`src/rtl/rv_isa_pkg.sv`:
```
`default_nettype none

package rv_isa_pkg;

    localparam int XLEN       = 32;
    localparam int REG_ADDR_W = 5;
    localparam int SHAMT_W    = 5;   // Shift amount taken from operand 2

    // Major opcodes in instr[6:0]
    typedef enum logic [6:0] {
        OP_LOAD   = 7'b0000011,
        OP_I_ALU  = 7'b0010011,
        OP_AUIPC  = 7'b0010111,
        OP_STORE  = 7'b0100011,
        OP_R_ALU  = 7'b0110011,
        OP_LUI    = 7'b0110111,
        OP_BRANCH = 7'b1100011,
        OP_JALR   = 7'b1100111,
        OP_JAL    = 7'b1101111
    } opcode_e;

    // Minor opcode for register and immediate ALU ops
    typedef enum logic [2:0] {
        F3_ADD_SUB = 3'b000,
        F3_SLL     = 3'b001,
        F3_SLT     = 3'b010,
        F3_SLTU    = 3'b011,
        F3_XOR     = 3'b100,
        F3_SRL_SRA = 3'b101,
        F3_OR      = 3'b110,
        F3_AND     = 3'b111
    } funct3_e;

    // Branch conditions share the funct3 bits
    localparam logic [2:0] FUNCT3_BEQ  = 3'b000;
    localparam logic [2:0] FUNCT3_BNE  = 3'b001;
    localparam logic [2:0] FUNCT3_BLT  = 3'b100;
    localparam logic [2:0] FUNCT3_BGE  = 3'b101;
    localparam logic [2:0] FUNCT3_BLTU = 3'b110;
    localparam logic [2:0] FUNCT3_BGEU = 3'b111;

    localparam logic [6:0] FUNCT7_ALT = 7'b0100000;   // SUB and SRA

    typedef enum logic [6:0] {
        F7_BASE = 7'b0000000,
        F7_ALT  = FUNCT7_ALT
    } funct7_e;

endpackage

`default_nettype wire

```
`src/rtl/core_ctrl_pkg.sv`:
```
`default_nettype none

package core_ctrl_pkg;

    localparam int DRAM_ADDR_W = 8;   // 256 words

    typedef enum logic [3:0] {
        ALU_ADD,
        ALU_SUB,
        ALU_XOR,
        ALU_OR,
        ALU_AND,
        ALU_SLL,
        ALU_SRL,
        ALU_SRA,
        ALU_SLT,
        ALU_SLTU
    } alu_op_e;

    typedef enum logic [1:0] {OP1_RS1, OP1_PC, OP1_ZERO} op1_src_e;
    typedef enum logic [1:0] {OP2_RS2, OP2_IMM, OP2_FOUR} op2_src_e;
    typedef enum logic {PC_BASE_PC, PC_BASE_RS1} pc_op1_src_e;

    // Branch rules test the ALU result against zero
    typedef enum logic [1:0] {NPC_SEQ, NPC_ALWAYS, NPC_IF_ZERO, NPC_IF_NOT_ZERO} next_pc_e;

    typedef enum logic {WB_ALU, WB_RAM} wb_src_e;

    typedef struct packed {
        logic [rv_isa_pkg::REG_ADDR_W-1:0] rs1;
        logic [rv_isa_pkg::REG_ADDR_W-1:0] rs2;
        logic [rv_isa_pkg::REG_ADDR_W-1:0] rd;
        logic [rv_isa_pkg::XLEN-1:0]       imm;
        alu_op_e                           alu_op;
        op1_src_e                          op1_src;
        op2_src_e                          op2_src;
        pc_op1_src_e                       pc_op1_src;
        next_pc_e                          next_pc;
        wb_src_e                           wb_src;
        logic                              reg_we;
        logic                              ram_we;
    } ctrl_t;

    typedef struct packed {
        logic [rv_isa_pkg::XLEN-1:0]       pc;
        logic                              rd_we;
        logic [rv_isa_pkg::REG_ADDR_W-1:0] rd;
        logic [rv_isa_pkg::XLEN-1:0]       rd_data;
    } retire_t;

endpackage

`default_nettype wire

```
`src/rtl/next_pc_unit.sv`:
```
`timescale 1ns/1ns
`default_nettype none

module next_pc_unit (
    input  wire logic                        clk_i,
    input  wire logic                        rst_n_i,
    input  wire logic                        advance_i,
    input  wire core_ctrl_pkg::ctrl_t        ctrl_i,
    input  wire logic [rv_isa_pkg::XLEN-1:0] rs1_data_i,
    input  wire logic [rv_isa_pkg::XLEN-1:0] alu_result_i,
    output logic [rv_isa_pkg::XLEN-1:0]      pc_o
);

    import rv_isa_pkg::*;
    import core_ctrl_pkg::*;

    logic [XLEN-1:0] base;
    logic [XLEN-1:0] target;
    logic            alu_zero;
    logic            taken;

    assign base = (ctrl_i.pc_op1_src == PC_BASE_RS1) ? rs1_data_i : pc_o;

    always_comb begin
        target = base + ctrl_i.imm;
        // JALR target drops bit 0
        if (ctrl_i.pc_op1_src == PC_BASE_RS1) begin
            target[0] = 1'b0;
        end
    end

    assign alu_zero = (alu_result_i == '0);

    always_comb begin
        case (ctrl_i.next_pc)
            NPC_ALWAYS:      taken = 1'b1;
            NPC_IF_ZERO:     taken = alu_zero;
            NPC_IF_NOT_ZERO: taken = !alu_zero;
            default:         taken = 1'b0;
        endcase
    end

    always_ff @(posedge clk_i) begin
        if (!rst_n_i) begin
            pc_o <= '0;
        end else if (advance_i) begin
            pc_o <= taken ? target : pc_o + XLEN'(4);
        end
    end

endmodule

`default_nettype wire

```
`config.mk`:
```
export PLATFORM = sky130hd
export DESIGN_NAME = next_pc_unit
export DESIGN_NICKNAME = d
export VERILOG_FILES = /design/src/rtl/rv_isa_pkg.sv /design/src/rtl/core_ctrl_pkg.sv /design/src/rtl/next_pc_unit.sv
export SDC_FILE = /design/constraint.sdc
export NUM_CORES = 1
export LEC_CHECK = 0
export BUFFER_PORTS_ARGS = -buffer_cell sky130_fd_sc_hd__buf_4
export CORE_MARGIN = 2
export CORE_UTILIZATION = 40
export CTS_CLUSTER_DIAMETER = 150
export DETAILED_ROUTE_END_ITERATION = 12
export PLACE_DENSITY = 0.75
export SYNTH_ARGS = -nofsm -noshare
export SYNTH_HDL_FRONTEND = slang
export SYNTH_SLANG_ARGS = --single-unit
```
`constraint.sdc`:
```
create_clock -name clk_i -period 8.1 [get_ports clk_i]
set_input_delay 0.405 -clock clk_i [delete_from_list [all_inputs] [get_ports clk_i]]
set_output_delay 0.405 -clock clk_i [all_outputs]
set_load 0.005 [all_outputs]
```
==> impl_metrics.csv <==
group,metric,value,unit
timing,setup_viol,0,
route,drt_pass1_iterations,5,
power,leakagePower,2.19,nW
global_routing,grt_max_degree,39,
place,io_buffers,133,
finish,fin_util,0.520,
power,power,674,µW
clock_tree,clk_pin_slew,0.09,ns
global_routing,gr-usage-all-layers,0.246,
timing,worst_slew_pin_slew,0.990,ns
place,routabilityCongestion,0.915,
clock_tree,clock_sinks,32,
floorplan,dieArea,0.0112,mm²
logic_synthesis,syn_area_per_cell,7.26,µm²
finish,drive_above_1_share,0.270,
timing,hold_violations,0,
worst_setup_path,path_cells,"buf_4 > mux2_2 > ha_1 > inv_1 > fa_1 > nor2b_1 > o2111ai_1 > a2111oi_0 > nor4b_1 > o31a_1 > xor2_1 > a21oi_1",
logic_synthesis,yosysWarnings,0,
logic_synthesis,syn_inst,571,
floorplan,die_h,106,µm
power,power_frac_clock,0.245,
clock_tree,numCtsBuffers,5,
status,status,"complete, no violations",
global_routing,overflow,0,
power,p_int,412,µW
route,routed_wl,13900,µm
logic_synthesis,synth-async-reset-ratio,0,
global_routing,grt_pass1_wl,22900,µm
logic_synthesis,synth_edf_count,0,
logic_synthesis,synth_seq_cells,32,
worst_setup_path,crit_slowest_cell,"nor4b_1",
timing,relSlewSlack,0.330,
finish,largest_reg_flops,32,
power,comb_power_share,0.463,
global_routing,antenna_found_initial,0,
logic_synthesis,synth_flop_cell,"dfxtp_1",
clock_tree,cts_max_path_buffers,2,
route,drc,0,
clock_tree,cts_resized,0,
route,wl_per_cell,17.0,µm
worst_setup_path,required,8.29,ns
worst_setup_path,crit_type,"input port to flip-flop",
route,ant_nets,0,
logic_synthesis,synth_top_area_share,0.155,
power,vdd_drop_max,0.0690,mV
power,p_per_area,127,mW/mm²
timing,slew_violations,0,
route,drt_iter0_markers,257,
logic_synthesis,ys_top_cells_by_area,"dfxtp_1, ha_1, a21oi_1",
route,vias,4922,
logic_synthesis,synth_area,0.00414,mm²
finish,top_register,"pc_o",
clock_tree,clk_latency,0.30,ns
route,via_per_inst,6.02,
logic_synthesis,yosysMostFrequentCell,"a21oi_1",
power,p_sw,262,µW
floorplan,rows,37,
clock_tree,ctsRootBufferMaster,"clkbuf_8",
worst_setup_path,crit_path_max_incr_delay,0.85,ns
place,post_dp_cell_area,0.00519,mm²
finish,antenna_cells,0,
clock_tree,hold_buffers,0,
logic_synthesis,synthTopCellsByCount,"a21oi_1, nand2_1, o21ai_0, dfxtp_1, ha_1",
timing,period_share,0.448,
timing,rsz0062_at_grt,"false",
timing,clock.fmax,276,MHz
finish,stdcell_area,0.00530,mm²
power,swShare,0.389,
finish,reg_top3,"pc_o: 32 flops",
timing,finalSetupTns,0,ns
worst_setup_path,start_kind,"input port",
logic_synthesis,yosys.area.top_type,"dfxtp_1",
finish,num-fill-cells,1009,
timing,period_needed,3.63,ns
finish,area_growth_syn_to_layout,27.9,%
power,pwr-share-seq,0.292,
worst_setup_path,path_max_fanout,35,
floorplan,io-pin-count,160,
clock_tree,post_cts_buffers,0,
logic_synthesis,ys_types,62,
place,dp_hpwl,10500,µm
logic_synthesis,yosysSeqAreaShare,0.155,
finish,final_nets,842,
timing,finClkSkew,0.00928,ns
worst_setup_path,endpoint_kind,"flip-flop",
global_routing,grt_pass1_vias,4807,
floorplan,initial_core_util,0.407,
run,maxCapViolCount,0,
logic_synthesis,syn-num-nets,732,
floorplan,core,0.0102,mm²
clock_tree,cts_tree,"built",
floorplan,die_width,106,µm
worst_setup_path,arrival,3.82,ns
clock_tree,cts-htree-levels,2,
hold_path,min_path_type,"input port to flip-flop",
## placed cells by master, fill, tap and decap left out, types with 5 or more instances in the layout
cell type	instances
a21o_1	6
and4_1	7
inv_1	18
a21oi_1	70
nand3_1	22
o221ai_1	7
nor2b_1	5
mux2_2	30
a211oi_1	9
and3_1	9
xor2_1	6
nand2_1	49
o21a_1	10
nor2_1	28
nor4_1	9
o21ai_0	43
nand4_1	17
a31oi_1	15
clkbuf_8	5
ha_1	32
dfxtp_1	32
xnor2_1	11
nor3_1	17
buf_4	134
o211ai_1	8
nand2b_1	9
## layer usage
metal  up-vias  track usage  share of wire
met3        24       0.0353          0.078
li1       2411            -              -
met5         -            0              0
met2       219        0.407           0.47
met1      2268        0.332           0.44
met4         0       0.0733          0.015
## layout make-up
type	instances	area, µm²	area share
well taps	136	170	0.0321
clock buffers	5	68.8	0.0130
repair buffers	134	1010	0.190
flip-flops and latches	32	641	0.121
inverters	19	71.3	0.0135
clock inverters	3	42.5	0.00803
multi-input cells	489	3300	0.623
## cell families after synthesis
| group | count (synthesis) | synth area share |
|---|---|---|
| mux | 34 | 0.0912 |
| compound gates | 200 | 0.300 |
| flops | 32 | 0.155 |
| buf+inv | 50 | 0.0489 |
| simple gates | 205 | 0.268 |
| fa+ha+maj | 33 | 0.101 |
| xor+xnor | 17 | 0.0359 |
## final timing paths
check	from	endpoint	slack (ns)	cells after the start
setup reg to reg	pc_o[4]	pc_o[24]	4.73	9
setup / recovery	ctrl_i[5]	pc_o[24]	4.47	12
hold / removal	ctrl_i[45]	pc_o[31]	0.47	4
hold reg to reg	pc_o[0]	pc_o[0]	0.49	2
## power by group through the flow
stage	Clock [mW]	Combinational, mW	Sequential [mW]
floorplan	0	0.204	0.190
global placement	0	0.302	0.199
detailed placement	0	0.307	0.199
CTS	0.165	0.309	0.196
global route	0.169	0.345	0.200
finish	0.165	0.312	0.197
## stage by stage
step	worst slack (ns)	instances	hold WS, ns
after floorplan	4.60	571	0.459
after global placement	4.29	810	0.475
after detailed placement	4.27	810	0.481
after CTS	4.57	818	0.475
after global routing	4.20	818	0.523
final	4.47	818	0.473
## worst max-delay path, delay by kind of cell
kind                       cells  cell delay [ns]
and+or+nand+nor                2             0.93
adders and majority gates      2             0.39
xor gates and xnor gates       1             0.17
AOI/OAI and AO/OA              4             1.07
buffers and inverters          2             0.47
muxes                          1             0.39
No activity file was read; power rests on OpenSTA's default activity.
