### src/rtl/rv_isa_pkg.sv
`default_nettype none

package rv_isa_pkg;

    localparam int XLEN       = 32;
    localparam int REG_ADDR_W = 5;
    localparam int SHAMT_W    = 5;   // Shift amount taken from operand 2

    // Major opcodes in instr[6:0]
    typedef enum logic [6:0] {
        OP_LOAD   = 7'b0000011,
        OP_I_ALU  = 7'b0010011,
        OP_AUIPC  = 7'b0010111,
        OP_STORE  = 7'b0100011,
        OP_R_ALU  = 7'b0110011,
        OP_LUI    = 7'b0110111,
        OP_BRANCH = 7'b1100011,
        OP_JALR   = 7'b1100111,
        OP_JAL    = 7'b1101111
    } opcode_e;

    // Minor opcode for register and immediate ALU ops
    typedef enum logic [2:0] {
        F3_ADD_SUB = 3'b000,
        F3_SLL     = 3'b001,
        F3_SLT     = 3'b010,
        F3_SLTU    = 3'b011,
        F3_XOR     = 3'b100,
        F3_SRL_SRA = 3'b101,
        F3_OR      = 3'b110,
        F3_AND     = 3'b111
    } funct3_e;

    // Branch conditions share the funct3 bits
    localparam logic [2:0] FUNCT3_BEQ  = 3'b000;
    localparam logic [2:0] FUNCT3_BNE  = 3'b001;
    localparam logic [2:0] FUNCT3_BLT  = 3'b100;
    localparam logic [2:0] FUNCT3_BGE  = 3'b101;
    localparam logic [2:0] FUNCT3_BLTU = 3'b110;
    localparam logic [2:0] FUNCT3_BGEU = 3'b111;

    localparam logic [6:0] FUNCT7_ALT = 7'b0100000;   // SUB and SRA

    typedef enum logic [6:0] {
        F7_BASE = 7'b0000000,
        F7_ALT  = FUNCT7_ALT
    } funct7_e;

endpackage

`default_nettype wire

### src/rtl/core_ctrl_pkg.sv
`default_nettype none

package core_ctrl_pkg;

    localparam int DRAM_ADDR_W = 8;   // 256 words

    typedef enum logic [3:0] {
        ALU_ADD,
        ALU_SUB,
        ALU_XOR,
        ALU_OR,
        ALU_AND,
        ALU_SLL,
        ALU_SRL,
        ALU_SRA,
        ALU_SLT,
        ALU_SLTU
    } alu_op_e;

    typedef enum logic [1:0] {OP1_RS1, OP1_PC, OP1_ZERO} op1_src_e;
    typedef enum logic [1:0] {OP2_RS2, OP2_IMM, OP2_FOUR} op2_src_e;
    typedef enum logic {PC_BASE_PC, PC_BASE_RS1} pc_op1_src_e;

    // Branch rules test the ALU result against zero
    typedef enum logic [1:0] {NPC_SEQ, NPC_ALWAYS, NPC_IF_ZERO, NPC_IF_NOT_ZERO} next_pc_e;

    typedef enum logic {WB_ALU, WB_RAM} wb_src_e;

    typedef struct packed {
        logic [rv_isa_pkg::REG_ADDR_W-1:0] rs1;
        logic [rv_isa_pkg::REG_ADDR_W-1:0] rs2;
        logic [rv_isa_pkg::REG_ADDR_W-1:0] rd;
        logic [rv_isa_pkg::XLEN-1:0]       imm;
        alu_op_e                           alu_op;
        op1_src_e                          op1_src;
        op2_src_e                          op2_src;
        pc_op1_src_e                       pc_op1_src;
        next_pc_e                          next_pc;
        wb_src_e                           wb_src;
        logic                              reg_we;
        logic                              ram_we;
    } ctrl_t;

    typedef struct packed {
        logic [rv_isa_pkg::XLEN-1:0]       pc;
        logic                              rd_we;
        logic [rv_isa_pkg::REG_ADDR_W-1:0] rd;
        logic [rv_isa_pkg::XLEN-1:0]       rd_data;
    } retire_t;

endpackage

`default_nettype wire

### src/rtl/reg_file.sv
`timescale 1ns/1ns
`default_nettype none

module reg_file (
    input  wire logic                        clk_i,
    input  wire logic                        rst_n_i,
    input  wire logic                        we_i,
    input  wire core_ctrl_pkg::ctrl_t        ctrl_i,
    input  wire logic [rv_isa_pkg::XLEN-1:0] alu_result_i,
    input  wire logic [rv_isa_pkg::XLEN-1:0] load_data_i,
    output logic [rv_isa_pkg::XLEN-1:0]      rs1_data_o,
    output logic [rv_isa_pkg::XLEN-1:0]      rs2_data_o,
    output logic [rv_isa_pkg::XLEN-1:0]      rd_data_o
);

    import rv_isa_pkg::*;
    import core_ctrl_pkg::*;

    logic [XLEN-1:0] regs [1:(1 << REG_ADDR_W)-1];   // x0 has no storage

    assign rs1_data_o = (ctrl_i.rs1 == '0) ? '0 : regs[ctrl_i.rs1];
    assign rs2_data_o = (ctrl_i.rs2 == '0) ? '0 : regs[ctrl_i.rs2];

    // Writeback mux
    assign rd_data_o = (ctrl_i.wb_src == WB_RAM) ? load_data_i : alu_result_i;

    always_ff @(posedge clk_i) begin
        if (!rst_n_i) begin
            for (int i = 1; i < (1 << REG_ADDR_W); i++) begin
                regs[i] <= '0;
            end
        end else if (we_i && ctrl_i.reg_we && ctrl_i.rd != '0) begin
            regs[ctrl_i.rd] <= rd_data_o;
        end
    end

endmodule

`default_nettype wire

### config.mk
export PLATFORM = sky130hd
export DESIGN_NAME = reg_file
export DESIGN_NICKNAME = d
export VERILOG_FILES = /design/src/rtl/rv_isa_pkg.sv /design/src/rtl/core_ctrl_pkg.sv /design/src/rtl/reg_file.sv
export SDC_FILE = /design/constraint.sdc
export NUM_CORES = 2
export LEC_CHECK = 0
export BUFFER_PORTS_ARGS = -buffer_cell sky130_fd_sc_hd__buf_4
export CORE_ASPECT_RATIO = 1.4
export CORE_MARGIN = 1
export CORE_UTILIZATION = 60
export CTS_BUF_LIST = sky130_fd_sc_hd__clkbuf_8
export DETAILED_ROUTE_END_ITERATION = 7
export GPL_TIMING_DRIVEN = 0
export PLACE_DENSITY_LB_ADDON = 0.05
export SLEW_MARGIN = 20
export SYNTH_ARGS = -nofsm -noshare
export SYNTH_HDL_FRONTEND = slang
export SYNTH_SLANG_ARGS = --single-unit
### constraint.sdc
create_clock -name clk_i -period 5.8 [get_ports clk_i]
set_input_delay 0.29 -clock clk_i [delete_from_list [all_inputs] [get_ports clk_i]]
set_output_delay 0.29 -clock clk_i [all_outputs]
set_load 0.01 [all_outputs]
==> results by group <==
Power and ir drop
  • Comb power frac: 15.7%
  • Clock network power share: 32.1%
  • VDD IR max: 0.269 mV
  • Static Leak: 21.2 nW
  • Psw: 0.00469 W
  • Internal cell power: 0.0121 W
  • Switch share: 28.0%
  • Cell Pwr Density: 281 nW/um^2
  • Flop pwr share: 52.3%

Worst setup path
  • Crit-path slowest cell: a311oi_1
  • Most frequent CP cell: buf_4
  • Crit start category: input port
  • Cells along the critical path: buf_4 -> buf_4 -> buf_2 -> clkbuf_1 -> a211oi_1 -> a311oi_1 -> buf_4
  • Critical path type: in2out
  • CP endpoint kind: primary output
  • CP max stage delay: 1000 ps
  • Critical Path AT: 3850 ps
  • CP Max Fanout: 10
  • Critical Path RT: 5510 ps
  • CP Buf/Inv Count: 5
  • CP delay by family, top: buffers and inverters

Layout
  • Storage element area: 30700 um^2
  • Final nets: 4256
  • Top flop regs: regs: 1024 flops
  • Fraction of layout cells with a size suffix above 1: 24.1%
  • Max reg flops: 1024
  • Commonest non-fill, non-tap cells in the layout: edfxtp_1 (1024), nor2_1 (996), mux4_2 (400), clkbuf_1 (256), buf_4 (216)
  • Reg with most FFs: regs
  • Most common cell after layout, fill and taps aside: edfxtp_1
  • Layout filler cell count: 6316
  • Area of the multi-input gates: 20200 um^2
  • Area Overhead vs Synth: 12.6%

Floorplan
  • Die Area: 89300 um^2
  • Die width: 253 um
  • Die span in y: 353 um
  • Core ar.: 87100 um^2
  • # IOs: 224
  • FP Rows: 128
  • Starting density of the core: 60.7%

STA
  • Final Critical Period: 4140 ps
  • Setup WS post-layout: 1660 ps
  • TNS Setup: 0 ps
  • Final period util: 71.3%
  • Setup-failing EPs final: 0
  • RSZ-0062 raised after global routing: no
  • Worst slew pin tran: 1290 ps
  • Fin. Hold Viols: 0
  • Max Transition Viols Final: 0
  • Peak Freq: 0.242 GHz
  • Worst slew margin: 13.6%

Min path
  • Hold WC Path Type: in2reg

Placed design
  • Post-Place Worst Slack: 2110 ps
  • RePlAce Congestion: 0.995
  • Input/output buffers: 170
  • Final HPWL DP: 144000 um

Routing
  • First-pass DRT Iterations: 7
  • DRC Markers: 0
  • Average wire per standard cell: 37.9 um
  • Via count: 39.4k
  • Antenna Nets Post-Route: 0
  • Final WL: 205000 um
  • DRT iter0 DRCs: 7346
  • Vias/cell: 7.30

Logic synthesis
  • Sequential share of the synthesized area: 58.2%
  • Syn avg cell area: 14.4 um^2
  • Seq cells post-synth: 1024
  • Synth warn: 0
  • Netlist cell types: 37
  • Synth Cell Area: 52900 um^2
  • Cell count after synthesis: 3684

Clock network
  • CTS tree: yes
  • CTS Buffer Depth: 3
  • Root Buffer: clkbuf_8
  • TritonCTS Buffers: 153
  • Cells resized by post-CTS repair: 0
  • H-tree depth: 4
  • Worst-path clk slew: 60 ps
  • Clk sinks: 1024
  • Setup bufs post-CTS: 0

Status
  • Status: finished clean

Global routing
  • Vias in the first global route: 38.0k
  • GRT overflow: 0
  • Initial antenna violation count: 10
  • Overall global routing resource usage: 46.3%
  • First-pass GRT wire length: 280000 um
  • Pin count of the biggest net entering global routing: 33

Run
  • Max Cap Viol: 0
==> area by class of cell <==
type,count,share of cell area [%]
multi-input cells,2254,33.9
diodes,5,0.0210
repair buffers,258,4.06
flip-flops and latches,1024,51.7
clock buffers,159,3.68
clock inverters,89,0.580
plain buffers,401,3.43
inverters,36,0.227
well taps,1170,2.46
==> metrics by stage <==
step | instance area, um^2 | power [W] | hold WS, ps | util (%) | cells
floorplan | 53000 | 0.0102 | 586 | - | 3715
global placement | 55700 | 0.0113 | 709 | 64.0 | 5055
detailed placement | 56400 | 0.0113 | 717 | 64.7 | 5081
CTS | 59500 | 0.0165 | 42.9 | 68.3 | 5391
global route | 59500 | 0.0170 | 98.6 | 68.3 | 5392
finish | 59500 | 0.0167 | 105 | 68.3 | 5396
==> repair_timing <==
action / in CTS / in global routing
hold buffers: 62 / 0
hold endpoints to repair: 62 / 0
endpoints found under the setup margin: 0 / 0
==> Yosys cell counts <==
library cell  number  area (um^2)
buf_2             58          290
mux2_2            64          721
nor4_1             1         6.26
nand2b_1           2         12.5
mux2i_1          160         1600
nor3_1             1         5.00
nand2_1           82          308
a221oi_1          49          429
or4_1              1         7.51
mux4_2           400         9010
o21ai_0           72          360
conb_1             1         3.75
or2_1              2         12.5
clkbuf_2           1         5.00
o2111ai_1         15          131
or4_4              1         11.3
nor2b_1           70          438
a211oi_1          64          480
nor3_2             3         30.0
nand3_2            1         10.0
clkbuf_1         258          968
nor4b_2            1         15.0
buf_4             46          345
nor2_2             2         12.5
mux4_1            48         1260
and2b_4            2         20.0
a22oi_1           64          480
and3_1             1         6.26
a311oi_1          64          561
edfxtp_1        1024        30700
buf_6             38          428
nand3_1           11         55.1
inv_2              2         7.51
and2_1             2         12.5
nor2_1           998         3750
o21ai_1           41          205
inv_1             34          128
==> routing by layer <==
metal / share of wire, % / global-route usage [%] / routed length (um) / up-vias
met1: 32 / 58.7 / 65100 / 19592
met4: 7.0 / 27.3 / 14400 / 12
li1: - / - / - / 15051
met5: 0.034 / 0 / 70 / -
met3: 16 / 16.3 / 32400 / 831
met2: 45 / 69.1 / 92600 / 3928
==> kinds of logic after synthesis <==
| family | share of synthesized area [%] |
|---|---|
| AND/OR/NAND/NOR | 8.90 |
| flip-flops | 58.2 |
| multiplexers | 23.8 |
| buffers and inverters | 4.11 |
| AO/OA/AOI/OAI | 5.01 |
| other | 0.00709 |
==> power groups by stage <==
stage	Clock (W)	Combinational (W)	Sequential, W
2_1_floorplan	0	0.00143	0.00881
3_3_place_gp	0	0.00239	0.00888
3_5_place_dp	0	0.00245	0.00889
4_1_cts	0.00528	0.00251	0.00874
5_1_grt	0.00556	0.00264	0.00878
6_report	0.00537	0.00262	0.00876
==> worst paths after layout <==
kind	startpoint	to	slack, ps	depth (start not counted)
worst min-delay path	load_data_i[6]	regs[9][6]$_SDFFCE_PN0P_	110	4
worst max-delay path	ctrl_i[58]	rs1_data_o[13]	1660	7
==> tightest hold or removal path, stage by stage <==
cell and delay, ps:
buf_4 80, mux2i_1 120, clkbuf_1 250, nor2_1 140
No activity file was read; power rests on OpenSTA's default activity.
