File: src/rtl/rv_isa_pkg.sv
`default_nettype none

package rv_isa_pkg;

    localparam int XLEN       = 32;
    localparam int REG_ADDR_W = 5;
    localparam int SHAMT_W    = 5;   // Shift amount taken from operand 2

    // Major opcodes in instr[6:0]
    typedef enum logic [6:0] {
        OP_LOAD   = 7'b0000011,
        OP_I_ALU  = 7'b0010011,
        OP_AUIPC  = 7'b0010111,
        OP_STORE  = 7'b0100011,
        OP_R_ALU  = 7'b0110011,
        OP_LUI    = 7'b0110111,
        OP_BRANCH = 7'b1100011,
        OP_JALR   = 7'b1100111,
        OP_JAL    = 7'b1101111
    } opcode_e;

    // Minor opcode for register and immediate ALU ops
    typedef enum logic [2:0] {
        F3_ADD_SUB = 3'b000,
        F3_SLL     = 3'b001,
        F3_SLT     = 3'b010,
        F3_SLTU    = 3'b011,
        F3_XOR     = 3'b100,
        F3_SRL_SRA = 3'b101,
        F3_OR      = 3'b110,
        F3_AND     = 3'b111
    } funct3_e;

    // Branch conditions share the funct3 bits
    localparam logic [2:0] FUNCT3_BEQ  = 3'b000;
    localparam logic [2:0] FUNCT3_BNE  = 3'b001;
    localparam logic [2:0] FUNCT3_BLT  = 3'b100;
    localparam logic [2:0] FUNCT3_BGE  = 3'b101;
    localparam logic [2:0] FUNCT3_BLTU = 3'b110;
    localparam logic [2:0] FUNCT3_BGEU = 3'b111;

    localparam logic [6:0] FUNCT7_ALT = 7'b0100000;   // SUB and SRA

    typedef enum logic [6:0] {
        F7_BASE = 7'b0000000,
        F7_ALT  = FUNCT7_ALT
    } funct7_e;

endpackage

`default_nettype wire

File: src/rtl/core_ctrl_pkg.sv
`default_nettype none

package core_ctrl_pkg;

    localparam int DRAM_ADDR_W = 8;   // 256 words

    typedef enum logic [3:0] {
        ALU_ADD,
        ALU_SUB,
        ALU_XOR,
        ALU_OR,
        ALU_AND,
        ALU_SLL,
        ALU_SRL,
        ALU_SRA,
        ALU_SLT,
        ALU_SLTU
    } alu_op_e;

    typedef enum logic [1:0] {OP1_RS1, OP1_PC, OP1_ZERO} op1_src_e;
    typedef enum logic [1:0] {OP2_RS2, OP2_IMM, OP2_FOUR} op2_src_e;
    typedef enum logic {PC_BASE_PC, PC_BASE_RS1} pc_op1_src_e;

    // Branch rules test the ALU result against zero
    typedef enum logic [1:0] {NPC_SEQ, NPC_ALWAYS, NPC_IF_ZERO, NPC_IF_NOT_ZERO} next_pc_e;

    typedef enum logic {WB_ALU, WB_RAM} wb_src_e;

    typedef struct packed {
        logic [rv_isa_pkg::REG_ADDR_W-1:0] rs1;
        logic [rv_isa_pkg::REG_ADDR_W-1:0] rs2;
        logic [rv_isa_pkg::REG_ADDR_W-1:0] rd;
        logic [rv_isa_pkg::XLEN-1:0]       imm;
        alu_op_e                           alu_op;
        op1_src_e                          op1_src;
        op2_src_e                          op2_src;
        pc_op1_src_e                       pc_op1_src;
        next_pc_e                          next_pc;
        wb_src_e                           wb_src;
        logic                              reg_we;
        logic                              ram_we;
    } ctrl_t;

    typedef struct packed {
        logic [rv_isa_pkg::XLEN-1:0]       pc;
        logic                              rd_we;
        logic [rv_isa_pkg::REG_ADDR_W-1:0] rd;
        logic [rv_isa_pkg::XLEN-1:0]       rd_data;
    } retire_t;

endpackage

`default_nettype wire

File: src/rtl/instr_decoder.sv
`timescale 1ns/1ns
`default_nettype none

module instr_decoder (
    input  wire logic [rv_isa_pkg::XLEN-1:0] instr_i,
    output core_ctrl_pkg::ctrl_t             ctrl_o
);

    import rv_isa_pkg::*;
    import core_ctrl_pkg::*;

    opcode_e         opcode;
    funct3_e         funct3;
    funct7_e         funct7;
    logic            shift_alt;
    logic [XLEN-1:0] imm_i;
    logic [XLEN-1:0] imm_s;
    logic [XLEN-1:0] imm_b;
    logic [XLEN-1:0] imm_u;
    logic [XLEN-1:0] imm_j;

    // Same funct3 mapping for register and immediate forms
    function automatic alu_op_e alu_sel(input funct3_e f3, input logic alt);
        alu_op_e op;
        case (f3)
            F3_ADD_SUB: op = alt ? ALU_SUB : ALU_ADD;
            F3_SLL:     op = ALU_SLL;
            F3_SLT:     op = ALU_SLT;
            F3_SLTU:    op = ALU_SLTU;
            F3_XOR:     op = ALU_XOR;
            F3_SRL_SRA: op = alt ? ALU_SRA : ALU_SRL;
            F3_OR:      op = ALU_OR;
            F3_AND:     op = ALU_AND;
            default:    op = ALU_ADD;
        endcase
        return op;
    endfunction

    assign opcode = opcode_e'(instr_i[6:0]);
    assign funct3 = funct3_e'(instr_i[14:12]);
    assign funct7 = funct7_e'(instr_i[31:25]);

    // Only SRAI has an alternate immediate form so ADDI never becomes SUB
    assign shift_alt = (funct3 == F3_SRL_SRA) && (funct7 == F7_ALT);

    assign imm_i = {{20{instr_i[31]}}, instr_i[31:20]};
    assign imm_s = {{20{instr_i[31]}}, instr_i[31:25], instr_i[11:7]};
    assign imm_b = {{20{instr_i[31]}}, instr_i[7], instr_i[30:25], instr_i[11:8], 1'b0};
    assign imm_u = {instr_i[31:12], 12'b0};
    assign imm_j = {{12{instr_i[31]}}, instr_i[19:12], instr_i[20], instr_i[30:21], 1'b0};

    always_comb begin
        // No-op defaults also cover unknown opcodes
        ctrl_o.rs1        = instr_i[19:15];
        ctrl_o.rs2        = instr_i[24:20];
        ctrl_o.rd         = instr_i[11:7];
        ctrl_o.imm        = '0;
        ctrl_o.alu_op     = ALU_ADD;
        ctrl_o.op1_src    = OP1_RS1;
        ctrl_o.op2_src    = OP2_IMM;
        ctrl_o.pc_op1_src = PC_BASE_PC;
        ctrl_o.next_pc    = NPC_SEQ;
        ctrl_o.wb_src     = WB_ALU;
        ctrl_o.reg_we     = 1'b0;
        ctrl_o.ram_we     = 1'b0;

        case (opcode)
            OP_R_ALU: begin
                ctrl_o.op2_src = OP2_RS2;
                ctrl_o.alu_op  = alu_sel(funct3, funct7 == F7_ALT);
                ctrl_o.reg_we  = 1'b1;
            end
            OP_I_ALU: begin
                ctrl_o.imm    = imm_i;   // Shifts only look at the low 5 bits
                ctrl_o.alu_op = alu_sel(funct3, shift_alt);
                ctrl_o.reg_we = 1'b1;
            end
            OP_LOAD: begin
                ctrl_o.imm    = imm_i;
                ctrl_o.wb_src = WB_RAM;
                ctrl_o.reg_we = 1'b1;
            end
            OP_STORE: begin
                ctrl_o.imm    = imm_s;
                ctrl_o.ram_we = 1'b1;
            end
            OP_BRANCH: begin
                ctrl_o.imm     = imm_b;
                ctrl_o.op2_src = OP2_RS2;
                case (instr_i[14:12])
                    FUNCT3_BEQ: begin
                        ctrl_o.alu_op  = ALU_SUB;
                        ctrl_o.next_pc = NPC_IF_ZERO;
                    end
                    FUNCT3_BNE: begin
                        ctrl_o.alu_op  = ALU_SUB;
                        ctrl_o.next_pc = NPC_IF_NOT_ZERO;
                    end
                    FUNCT3_BLT: begin
                        ctrl_o.alu_op  = ALU_SLT;
                        ctrl_o.next_pc = NPC_IF_NOT_ZERO;
                    end
                    FUNCT3_BGE: begin
                        ctrl_o.alu_op  = ALU_SLT;
                        ctrl_o.next_pc = NPC_IF_ZERO;
                    end
                    FUNCT3_BLTU: begin
                        ctrl_o.alu_op  = ALU_SLTU;
                        ctrl_o.next_pc = NPC_IF_NOT_ZERO;
                    end
                    FUNCT3_BGEU: begin
                        ctrl_o.alu_op  = ALU_SLTU;
                        ctrl_o.next_pc = NPC_IF_ZERO;
                    end
                    default: ctrl_o.next_pc = NPC_SEQ;   // Reserved encodings act as a no-op
                endcase
            end
            OP_JAL: begin
                ctrl_o.imm     = imm_j;
                ctrl_o.op1_src = OP1_PC;
                ctrl_o.op2_src = OP2_FOUR;
                ctrl_o.next_pc = NPC_ALWAYS;
                ctrl_o.reg_we  = 1'b1;
            end
            OP_JALR: begin
                ctrl_o.imm        = imm_i;
                ctrl_o.op1_src    = OP1_PC;
                ctrl_o.op2_src    = OP2_FOUR;
                ctrl_o.pc_op1_src = PC_BASE_RS1;
                ctrl_o.next_pc    = NPC_ALWAYS;
                ctrl_o.reg_we     = 1'b1;
            end
            OP_LUI: begin
                ctrl_o.imm     = imm_u;
                ctrl_o.op1_src = OP1_ZERO;
                ctrl_o.reg_we  = 1'b1;
            end
            OP_AUIPC: begin
                ctrl_o.imm     = imm_u;
                ctrl_o.op1_src = OP1_PC;
                ctrl_o.reg_we  = 1'b1;
            end
            default: ctrl_o.reg_we = 1'b0;
        endcase
    end

endmodule

`default_nettype wire

File: config.mk
export PLATFORM = sky130hd
export DESIGN_NAME = instr_decoder
export DESIGN_NICKNAME = d
export VERILOG_FILES = /design/src/rtl/rv_isa_pkg.sv /design/src/rtl/core_ctrl_pkg.sv /design/src/rtl/instr_decoder.sv
export SDC_FILE = /design/constraint.sdc
export NUM_CORES = 1
export LEC_CHECK = 0
export BUFFER_PORTS_ARGS = -buffer_cell sky130_fd_sc_hd__buf_4
export CORE_AREA = 2 2 55 57
export DETAILED_ROUTE_END_ITERATION = 8
export DIE_AREA = 0 0 57 59
export PLACE_DENSITY = 0.74
export SYNTH_ARGS = -nofsm -noshare
export SYNTH_HDL_FRONTEND = slang
export SYNTH_SLANG_ARGS = --single-unit
File: constraint.sdc
create_clock -name vclk -period 1.43
set_clock_uncertainty 0.2 [all_clocks]
set_input_delay 0 -clock vclk [all_inputs]
set_output_delay 0 -clock vclk [all_outputs]
set_load 0.1 [all_outputs]
==> flow_summary.ini <==
[place]
place_hpwl_um = 2840
dpl-instance-area_um2 = 1920
place_inst = 238
pre_cts_ws_ps = -202
port_buffers = 93
place_congestion = 0.813

[global_routing]
grt_start_max_net_pins = 15
grt_use_total_pct = 23.1
overflow = 0
grt_use_met3_pct = 3.49
grt_pass1_vias = 1363
busiest_layer = met2
gr-usage-met1_pct = 26.6
antenna_found_initial = 0
grt_pass1_wl_um = 6420
met2_usage_pct = 46.1

[sta]
finalCritPeriodShare_pct = 118
whs_ps = 143
fin_crit_ps = 1690
rsz0062_at_grt = yes
setup_viol = 38
hold_violations = 0
timing.slew.headroom_pct = 63.8
fin_tns_setup_ps = -3820
slew_viol_final = 0
worst-slew-pin-transition_ps = 541
clock.fmax_ghz = 0.593
setup_ws_ps = -257

[floorplanning]
die_area_um2 = 3360
initial_utilization_pct = 29.0
rows = 19
die-width_um = 57
ios = 93
die_h_um = 59
coreArea_um2 = 2710

[cells_and_area]
multi_input_area_um2 = 1000
seq_area_um2 = 0
n_clock_buffer = 0
nNetsFinal = 251
area_delta_synth_final_pct = 233
finalNonFillerCells = 248
diodes = 0
final.fill_count = 42
design_area_um2 = 2620
drive_above_1_share_pct = 89.9
design.seq.count = 0

[logic_synthesis]
ys_seq_area_share_pct = 0
synth_area_per_cell_um2 = 7.34
yosysWarnings = 0
synth_area_leaders = a21o_1 (21%), buf_4 (15%), and2_1 (6.4%), a22o_1 (5.6%), buf_6 (4.3%)
synthCells = 107
ys_types = 39
yosysTopAreaCell = a21o_1
syn_area_um2 = 786
synthesis.nets = 139
synth_most_common_cell = a21o_1
synth_common_cells = a21o_1 (22), buf_4 (16), and2_1 (8)
synth.top_cell.area_share_pct = 21.0

[routing]
antenna_left = 0
wirelength_um = 5970
post_drt_wl_per_cell_um = 24.1
drc = 0
viasPerCell = 5.83
first_pass_iters = 4
drtIter0Drc = 42
vias = 1445

[min_path]
hp-class = in -> out
min_path_cells = 2

[critical_path]
worst_ep_arrival_time_ps = 1490
required_ps = 1230
endpoint_kind = primary output
startpoint_type = input pin
criticalPathCategory = in -> out
cp_max_fo = 6

[outcome]
outcome = finished with violations
violations = setup timing

[pwr]
power.density_nw_per_um2 = 308
p_leak_nw = 1.24
vdd.ir_drop.worst_mv = 0.349

[clock_network]
holdBufCountCts = 0

[run]
maxCapViolCount = 0
metrics by stage:
stage	total power, mW	util (%)
6_report	0.807	96.5
5_1_grt	0.822	96.5
4_1_cts	0.743	87.9
3_5_place_dp	0.669	70.8
3_3_place_gp	0.663	70.8
2_1_floorplan	0.492	-
per-layer routing:
layer  routed length (µm)  share of wire (%)
met1                 2010                 34
met2                 3140                 53
met3                  511                8.6
met4                  312                5.2
met5                    0                  0
logic make-up after synthesis:
| group | count (synthesis) | share of synthesized area (%) |
|---|---|---|
| mux | 1 | 1.43 |
| buf+inv | 26 | 23.2 |
| simple gates | 40 | 35.4 |
| compound gates | 40 | 40.0 |
path summary, 6_finish.rpt:
path                          to       start  slack, ps
worst max-delay path  ctrl_o[10]  instr_i[3]       -260
worst min-delay path  ctrl_o[47]  instr_i[8]        140
report_power, final:
group	switching [mW]	internal [mW]
clock network	0	0
logic	0.523	0.284
registers	0	0
layout by cell type (no fill, tap or decap), drive strengths merged, types with 2 or more instances in the layout:
cell      n
o211ai    2
or4       2
nor4b     4
a32oi     2
nor2      5
a21o     22
nor4      2
a22o      5
o21ai     2
and3      2
nor2b     3
nand2     6
inv       3
and2      8
buf     133
area by class of cell:
type,count,share of cell area [%]
inverters,3,0.430
multi-input cells,81,38.3
repair buffers,133,59.8
well taps,31,1.48
timing repair:
item | in CTS | in global routing
pin swaps | 5 | 12
endpoints found under the setup margin | 41 | 42
gates resized for setup | 105 | 43
buffers inserted | 5 | 5
critical path: stages:
cell,delay (ps)
buf_8,100
nand3b_4,190
buf_6,150
nor4b_4,220
buf_6,180
nand4_1,160
o211ai_1,210
buf_6,280
Note: power is estimated with default switching activity, not from simulation.
